[config.mk]
export PLATFORM = sky130hd
export DESIGN_NAME = uart_cmd_top
export DESIGN_NICKNAME = d
export VERILOG_FILES = /design/src/logic/uart_cmd_pkg.sv /design/src/logic/baud_tick_gen.sv /design/src/logic/uart_tx_frame.sv /design/src/logic/uart_rx_frame.sv /design/src/logic/uart_cmd_ctrl.sv /design/src/logic/uart_cmd_top.sv
export VERILOG_INCLUDE_DIRS = /design/src /design/src/logic
export SDC_FILE = /design/constraint.sdc
export NUM_CORES = 1
export LEC_CHECK = 0
export ABC_AREA = 1
export BUFFER_PORTS_ARGS = -buffer_cell sky130_fd_sc_hd__buf_2
export CAP_MARGIN = 10
export CORE_AREA = 2 2 83 85
export CTS_BUF_LIST = sky130_fd_sc_hd__clkbuf_4 sky130_fd_sc_hd__clkbuf_8
export DETAILED_ROUTE_END_ITERATION = 8
export DIE_AREA = 0 0 85 87
export GPL_ROUTABILITY_DRIVEN = 0
export PLACE_DENSITY_LB_ADDON = 0.08
export SLEW_MARGIN = 20
export SYNTH_ARGS = -nofsm -noshare
export SYNTH_HDL_FRONTEND = slang
export SYNTH_SLANG_ARGS = --single-unit
[constraint.sdc]
create_clock -name clk -period 6.5 [get_ports clk]
set_input_delay 1.625 -clock clk [delete_from_list [all_inputs] [get_ports clk]]
set_output_delay 1.625 -clock clk [all_outputs]
set_load 0.1 [all_outputs]
[src/logic/uart_cmd_cfg.svh]
`ifndef UART_CMD_CFG_SVH
`define UART_CMD_CFG_SVH

// clock cycles per serial bit, short for simulation
`define UART_CLKS_PER_BIT 16

// start, eight data, parity, stop
`define UART_FRAME_BITS 11

// 0 forces parity_err low
`define UART_PARITY_CHECK 1

// bit period counter, holds 0 to UART_CLKS_PER_BIT-1
`define UART_BIT_CNT_W 5

// frame bit index, holds 0 to UART_FRAME_BITS-1
`define UART_FRAME_CNT_W 4

`endif

[src/logic/uart_cmd_pkg.sv]
package uart_cmd_pkg;

  // payload of one serial frame
  typedef logic [7:0] frame_byte_t;

  // command word seen as fields
  typedef struct packed {
    logic        rw;
    logic [6:0]  addr;
    frame_byte_t data;
  } cmd_fields_t;

  // same word seen as the two frame payloads
  typedef struct packed {
    frame_byte_t hi_byte;
    frame_byte_t lo_byte;
  } cmd_bytes_t;

  // rw = 1 is a read
  typedef union packed {
    cmd_fields_t fields;
    cmd_bytes_t  bytes;
  } cmd_word_u;

  // reply byte and its parity check
  typedef struct packed {
    frame_byte_t data;
    logic        parity_err;
  } rd_result_t;

endpackage

[src/logic/baud_tick_gen.sv]
`timescale 1ns/1ns
`include "uart_cmd_cfg.svh"

module baud_tick_gen (
  input  logic clk,
  input  logic rst_n,
  input  logic run,
  input  logic restart,
  output logic bit_tick,
  output logic mid_tick
);

  logic [`UART_BIT_CNT_W-1:0] cnt;
  logic                       cnt_last;
  logic                       cnt_mid;

  assign cnt_last = (cnt == `UART_BIT_CNT_W'(`UART_CLKS_PER_BIT - 1));
  assign cnt_mid  = (cnt == `UART_BIT_CNT_W'(`UART_CLKS_PER_BIT / 2 - 1));

  // restart wins so a new frame always begins on a clean bit grid
  always_ff @(posedge clk or negedge rst_n) begin
    if (!rst_n) begin
      cnt <= '0;
    end else if (restart) begin
      cnt <= '0;
    end else if (run) begin
      if (cnt_last) begin
        cnt <= '0;
      end else begin
        cnt <= cnt + 1'b1;
      end
    end
  end

  // ticks only while running
  assign bit_tick = run && cnt_last;
  assign mid_tick = run && cnt_mid;

endmodule

[src/logic/uart_tx_frame.sv]
`timescale 1ns/1ns
`include "uart_cmd_cfg.svh"

module uart_tx_frame
  import uart_cmd_pkg::*;
(
  input  logic        clk,
  input  logic        rst_n,
  input  frame_byte_t tx_byte,
  input  logic        tx_start,
  output logic        tx,
  output logic        tx_busy,
  output logic        tx_done
);

  logic [`UART_FRAME_BITS-1:0]  shift_q;
  logic [`UART_FRAME_CNT_W-1:0] bit_idx;
  logic                         bit_tick;
  logic                         parity_bit;
  logic                         last_bit;

  // odd parity over the payload
  assign parity_bit = ~^tx_byte;

  assign last_bit = bit_tick && (bit_idx == `UART_FRAME_CNT_W'(`UART_FRAME_BITS - 1));

  baud_tick_gen baud_tick_gen_inst (
    .clk      (clk),
    .rst_n    (rst_n),
    .run      (tx_busy),
    .restart  (tx_start),
    .bit_tick (bit_tick),
    .mid_tick ()
  );

  // frame goes out from bit 0, so the stop bit sits at the top
  always_ff @(posedge clk or negedge rst_n) begin
    if (!rst_n) begin
      shift_q <= '1;
    end else if (tx_start) begin
      shift_q <= {1'b1, parity_bit, tx_byte, 1'b0};
    end else if (bit_tick) begin
      shift_q <= {1'b1, shift_q[`UART_FRAME_BITS-1:1]};
    end
  end

  always_ff @(posedge clk or negedge rst_n) begin
    if (!rst_n) begin
      bit_idx <= '0;
    end else if (tx_start) begin
      bit_idx <= '0;
    end else if (bit_tick) begin
      bit_idx <= bit_idx + 1'b1;
    end
  end

  always_ff @(posedge clk or negedge rst_n) begin
    if (!rst_n) begin
      tx_busy <= 1'b0;
    end else if (tx_start) begin
      tx_busy <= 1'b1;
    end else if (last_bit) begin
      tx_busy <= 1'b0;
    end
  end

  // all ones after the last shift, so the line idles high
  assign tx      = shift_q[0];
  assign tx_done = last_bit;

endmodule

[src/logic/uart_rx_frame.sv]
`timescale 1ns/1ns
`include "uart_cmd_cfg.svh"

module uart_rx_frame
  import uart_cmd_pkg::*;
(
  input  logic       clk,
  input  logic       rst_n,
  input  logic       rx,
  input  logic       rx_arm,
  output rd_result_t rx_result,
  output logic       rx_valid
);

  logic [2:0]                   rx_sync;
  logic                         rx_bit;
  logic                         rx_fall;
  logic                         start_det;
  logic                         busy;
  logic [`UART_FRAME_CNT_W-1:0] bit_idx;
  logic                         mid_tick;
  logic                         is_start;
  logic                         is_data;
  logic                         is_par;
  logic                         is_stop;
  frame_byte_t                  data_sh;
  logic                         par_q;
  logic                         par_bad;

  // two flops for metastability, the third for the edge
  always_ff @(posedge clk or negedge rst_n) begin
    if (!rst_n) begin
      rx_sync <= '1;
    end else begin
      rx_sync <= {rx_sync[1:0], rx};
    end
  end

  assign rx_bit    = rx_sync[1];
  assign rx_fall   = rx_sync[2] && !rx_sync[1];
  assign start_det = rx_arm && !busy && rx_fall;

  baud_tick_gen baud_tick_gen_inst (
    .clk      (clk),
    .rst_n    (rst_n),
    .run      (busy),
    .restart  (start_det),
    .bit_tick (),
    .mid_tick (mid_tick)
  );

  assign is_start = (bit_idx == '0);
  assign is_par   = (bit_idx == `UART_FRAME_CNT_W'(`UART_FRAME_BITS - 2));
  assign is_stop  = (bit_idx == `UART_FRAME_CNT_W'(`UART_FRAME_BITS - 1));
  assign is_data  = !is_start && (bit_idx < `UART_FRAME_CNT_W'(`UART_FRAME_BITS - 2));

  always_ff @(posedge clk or negedge rst_n) begin
    if (!rst_n) begin
      busy     <= 1'b0;
      bit_idx  <= '0;
      rx_valid <= 1'b0;
    end else begin
      rx_valid <= 1'b0;
      if (start_det) begin
        busy    <= 1'b1;
        bit_idx <= '0;
      end else if (mid_tick) begin
        bit_idx <= bit_idx + 1'b1;
        // glitch on the line, not a real start bit
        if (is_start && rx_bit) begin
          busy <= 1'b0;
        end
        if (is_stop) begin
          busy     <= 1'b0;
          rx_valid <= 1'b1;
        end
      end
    end
  end

  // odd parity means the xor over data and parity is one
  assign par_bad = (`UART_PARITY_CHECK != 0) && !(^{data_sh, par_q});

  // lsb arrives first
  always_ff @(posedge clk) begin
    if (mid_tick) begin
      if (is_data) begin
        data_sh <= {rx_bit, data_sh[7:1]};
      end
      if (is_par) begin
        par_q <= rx_bit;
      end
      if (is_stop) begin
        rx_result.data       <= data_sh;
        rx_result.parity_err <= par_bad;
      end
    end
  end

endmodule

[src/logic/uart_cmd_ctrl.sv]
`timescale 1ns/1ns

module uart_cmd_ctrl
  import uart_cmd_pkg::*;
(
  input  logic        clk,
  input  logic        rst_n,
  input  cmd_word_u   cmd_in,
  input  logic        cmd_vld,
  output logic        cmd_rdy,
  output frame_byte_t tx_byte,
  output logic        tx_start,
  input  logic        tx_done,
  output logic        rx_arm,
  input  logic        rx_valid,
  input  rd_result_t  rx_result,
  output rd_result_t  read_data,
  output logic        read_rdy
);

  enum logic [2:0] {
    st_idle,
    st_send_hdr,
    st_send_data,
    st_wait_reply,
    st_done
  } state;

  cmd_word_u cmd_q;
  logic      accept;

  // done is a ready state too, it only adds the read strobe
  assign cmd_rdy  = (state == st_idle) || (state == st_done);
  assign accept   = cmd_vld && cmd_rdy;
  assign read_rdy = (state == st_done);
  assign rx_arm   = (state == st_wait_reply);

  // header first, data byte only in its own state
  assign tx_byte = (state == st_send_data) ? cmd_q.bytes.lo_byte : cmd_q.bytes.hi_byte;

  always_ff @(posedge clk or negedge rst_n) begin
    if (!rst_n) begin
      state    <= st_idle;
      tx_start <= 1'b0;
    end else begin
      tx_start <= 1'b0;
      case (state)
        st_idle, st_done: begin
          if (accept) begin
            state    <= st_send_hdr;
            tx_start <= 1'b1;
          end else begin
            state <= st_idle;
          end
        end
        st_send_hdr: begin
          if (tx_done) begin
            if (cmd_q.fields.rw) begin
              state <= st_wait_reply;
            end else begin
              state    <= st_send_data;
              tx_start <= 1'b1;
            end
          end
        end
        st_send_data: begin
          if (tx_done) begin
            state <= st_idle;
          end
        end
        st_wait_reply: begin
          // no timeout, a silent far end keeps us here
          if (rx_valid) begin
            state <= st_done;
          end
        end
        default: begin
          state <= st_idle;
        end
      endcase
    end
  end

  always_ff @(posedge clk) begin
    if (accept) begin
      cmd_q <= cmd_in;
    end
    if (rx_valid) begin
      read_data <= rx_result;
    end
  end

endmodule

[src/logic/uart_cmd_top.sv]
`timescale 1ns/1ns

module uart_cmd_top
  import uart_cmd_pkg::*;
(
  input  logic       clk,
  input  logic       rst_n,
  input  cmd_word_u  cmd_in,
  input  logic       cmd_vld,
  output logic       cmd_rdy,
  input  logic       rx,
  output logic       tx,
  output rd_result_t read_data,
  output logic       read_rdy
);

  frame_byte_t tx_byte;
  logic        tx_start;
  logic        tx_done;
  logic        rx_arm;
  logic        rx_valid;
  rd_result_t  rx_result;

  uart_cmd_ctrl uart_cmd_ctrl_inst (
    .clk       (clk),
    .rst_n     (rst_n),
    .cmd_in    (cmd_in),
    .cmd_vld   (cmd_vld),
    .cmd_rdy   (cmd_rdy),
    .tx_byte   (tx_byte),
    .tx_start  (tx_start),
    .tx_done   (tx_done),
    .rx_arm    (rx_arm),
    .rx_valid  (rx_valid),
    .rx_result (rx_result),
    .read_data (read_data),
    .read_rdy  (read_rdy)
  );

  // the sequencer tracks its own state, so busy is not needed here
  uart_tx_frame uart_tx_frame_inst (
    .clk      (clk),
    .rst_n    (rst_n),
    .tx_byte  (tx_byte),
    .tx_start (tx_start),
    .tx       (tx),
    .tx_busy  (),
    .tx_done  (tx_done)
  );

  uart_rx_frame uart_rx_frame_inst (
    .clk       (clk),
    .rst_n     (rst_n),
    .rx        (rx),
    .rx_arm    (rx_arm),
    .rx_result (rx_result),
    .rx_valid  (rx_valid)
  );

endmodule

==> summary.md <==
• outcome: complete, no violations
• pin count of the biggest net entering global routing: 39
• Gate Count Post-Synth: 329
• post-route fraction of the period consumed by the critical path: 48.5%
• GRT Resource Usage Total: 16.7%
• I/O pins: 32
• Met1 Wirelength: 2830 um
• aggregate negative setup slack: 0 ps
• post-DR vias/cell: 5.15
• power per unit of standard cell area: 232 nW/um2
• CTS root buf: clkbuf_8
• maximum vdd ir drop: 0.155 mV
• first-pass GRT wire length: 9650 um
• synth top area cells: edfxtp_1, dfrtp_1, dfstp_2
• # Max-Cap Violations: 0
• largest clock skew in the final design: 8.10 ps
• Met2 Wirelength: 2590 um
• count of nets after finishing: 397
• clk_lat worst skew: 350 ps
• shortest clock period the worst path allows after layout: 3150 ps
• vias in the first global route: 2141
• post-synthesis register bit count: 81
• height of the die: 87 um
• detailed placement HPWL: 4060 um
• number of synthesized flops with an enable pin: 43
• TritonCTS buffer count: 9
• relative area change from synthesis to final layout: 12.4%
• share of synthesized registers carrying an async set or reset: 46.9%
• Post-Syn Nets: 358
• setup-violating endpoint count in the final report: 0
• number of standard cells in the layout, taps in and fillers out: 453
• type of the most critical hold path: flip-flop to flip-flop
• critical path capture point type: output pin
• Worst Tran Pin Value: 821 ps
• unrepaired setup endpoints after global routing: false
• violation count after the first detailed-routing iteration: 135
• data required time at the worst endpoint: 4880 ps
• die area: 7400 um2
• Synth top area share: 36.2%
• antenna violations before repair: 0
• largest buffer count on any clock path: 2
• maximum achievable frequency: 317 MHz
• cell area after layout: 4010 um2
• number of vias after detailed routing: 2331
• yosys synthesis warning count: 0
• Final Max Tran Viols: 0
• remaining design rule violation count: 0
• H-tree levels: 3
• Initial DRT Pass Iterations: 4
• post-layout utilization of the core: 61.0%
• Site Rows: 30
• total cell area at the placement stage: 3790 um2
• leak pwr: 1.81 nW
• area of the core region: 6570 um2
• Port-buffer cells: 31
• share of post-route cells with drive strength above 1: 18.0%
• CTS tree: done
• post-CTS resize count: 0
• Top FF cell, synth: edfxtp_1
• setup bufs post-CTS: 0
• post-synthesis sequential area ratio: 63.4%
• grt ovf: 0
• startpoint type of the worst setup path: flip-flop
• Cell Area, Synth: 3560 um2
• Max Fanout on Critical Path: 4
• leading post-synthesis cells by instance count: nand2_1, inv_1, edfxtp_1
• Antenna Nets Post-Route: 0
• total inserted antenna cells: 0
• worst-case hold slack: 361 ps
• number of distinct library cell variants in the gate-level netlist after synthesis: 30
• # clock sinks: 81
• total detailed-routing wirelength: 5710 um
• starting utilization of the core area: 54.3%
• classification of the worst setup path: flip-flop to output pin
• routed length on met3: 236 um
• overall die width: 85 um
• Post-CTS Hold Buffers: 0
• Slew headroom: 45.0%
• most repeated cell in the gate-level netlist after synthesis: nand2_1
• Top Metal Used: met4
• Clk pin slew, worst setup/hold paths: 90 ps
• routed length per instance: 12.6 um
• Cell Count Post-Placement: 437
• final hold violations: 0
• signal arrival time at the worst endpoint: 1530 ps
• average cell area after synthesis: 10.8 um2
• cell accounting for the most synthesized area: edfxtp_1
kinds of logic (layout without fill, tap and decap cells):
group,count (synthesis),count (layout),share of synthesized area (%)
XOR/XNOR,12,12,2.95
flip-flops,81,81,63.4
AND/OR/NAND/NOR,137,137,17.7
buffers and inverters,50,94,5.69
AO/OA/AOI/OAI,40,40,7.20
adder cells (fa/ha/maj),9,9,3.16
power breakdown:
part / switching, mW / internal, mW / total (mW)
Clock: 0.194 / 0.186 / 0.379
Sequential: 0.000744 / 0.540 / 0.541
Combinational: 0.00599 / 0.00404 / 0.0100
critical path: stages (launching register included):
cell and delay, ps:
dfrtp_1 420, inv_1 130, nor3_1 170, buf_2 460
flip-flops by register name, indices dropped and copies added (netlist names):
| register | flops |
|---|---|
| uart_cmd_ctrl_inst.cmd_q | 16 |
| uart_tx_frame_inst.shift_q | 10 |
| uart_cmd_ctrl_inst.read_data | 9 |
| uart_rx_frame_inst.rx_result | 9 |
| uart_rx_frame_inst.data_sh | 8 |
| uart_rx_frame_inst.baud_tick_gen_inst.cnt | 5 |
| uart_tx_frame_inst.baud_tick_gen_inst.cnt | 5 |
| uart_rx_frame_inst.bit_idx | 4 |
| uart_tx_frame_inst.bit_idx | 4 |
| uart_cmd_ctrl_inst.state | 3 |
| uart_rx_frame_inst.rx_sync | 3 |
| uart_cmd_ctrl_inst.tx_start | 1 |
| uart_rx_frame_inst.busy | 1 |
| uart_rx_frame_inst.par_q | 1 |
| uart_rx_frame_inst.rx_valid | 1 |
| uart_tx_frame_inst.tx_busy | 1 |
final timing paths:
| check | end | depth (start not counted) | from | slack, ps |
|---|---|---|---|---|
| max in group asynchronous | uart_rx_frame_inst.baud_tick_gen_inst.cnt[4]$_DFFE_PN0P_ | 1 | rst_n | 4620 |
| hold reg to reg | uart_rx_frame_inst.rx_sync[1]$_DFF_PN1_ | 0 | uart_rx_frame_inst.rx_sync[0]$_DFF_PN1_ | 360 |
| hold / removal | uart_rx_frame_inst.rx_sync[1]$_DFF_PN1_ | 0 | uart_rx_frame_inst.rx_sync[0]$_DFF_PN1_ | 360 |
| setup reg to reg | uart_rx_frame_inst.rx_result[6]$_DFFE_PP_ | 7 | uart_rx_frame_inst.baud_tick_gen_inst.cnt[0]$_DFFE_PN0P_ | 4270 |
| min in group asynchronous | uart_tx_frame_inst.baud_tick_gen_inst.cnt[2]$_DFFE_PN0P_ | 1 | rst_n | 1360 |
| setup / recovery | read_rdy | 3 | uart_cmd_ctrl_inst.state[2]$_DFFE_PN0P_ | 3350 |
cells in the final DEF (no fill, tap or decap), types with 2 or more instances in the layout:
cell type	Yosys	final
a21oi_1	8	8
buf_2	0	31
clkbuf_8	0	9
dfrtp_1	25	25
dfstp_2	13	13
edfxtp_1	43	43
ha_1	9	9
inv_1	45	45
inv_2	2	2
inv_6	0	4
nand2_1	83	83
nand3_1	21	21
nand3b_1	4	4
nand4_1	5	5
nor2_1	13	13
nor3_1	6	5
o21ai_0	12	12
o21ai_1	4	4
o221ai_1	10	10
o31ai_1	2	2
xnor2_1	4	4
xor2_1	8	8
final cells by class:
type	instances	area, um2
multi-input combinational	198	1110
sequential	81	2260
tap	80	100
fill	555	2560
inverter	47	176
clock buffer	9	124
timing repair buffer	31	155
clock inverter	7	83.8
per-layer routing:
| metal | vias to the layer above | track usage [%] |
|---|---|---|
| li1 | 1188 | - |
| met1 | 1086 | 22.8 |
| met2 | 50 | 26.5 |
| met3 | 7 | 4.83 |
| met4 | 0 | 4.76 |
| met5 | - | 0 |
stage by stage:
step | setup WS, ps | total power, mW
6_report | 3350 | 0.930
5_1_grt | 3280 | 0.962
4_1_cts | 3340 | 0.940
3_5_place_dp | 3740 | 0.562
3_3_place_gp | 3770 | 0.562
2_1_floorplan | 2330 | 0.552
Note: power is estimated with default switching activity, not from simulation.
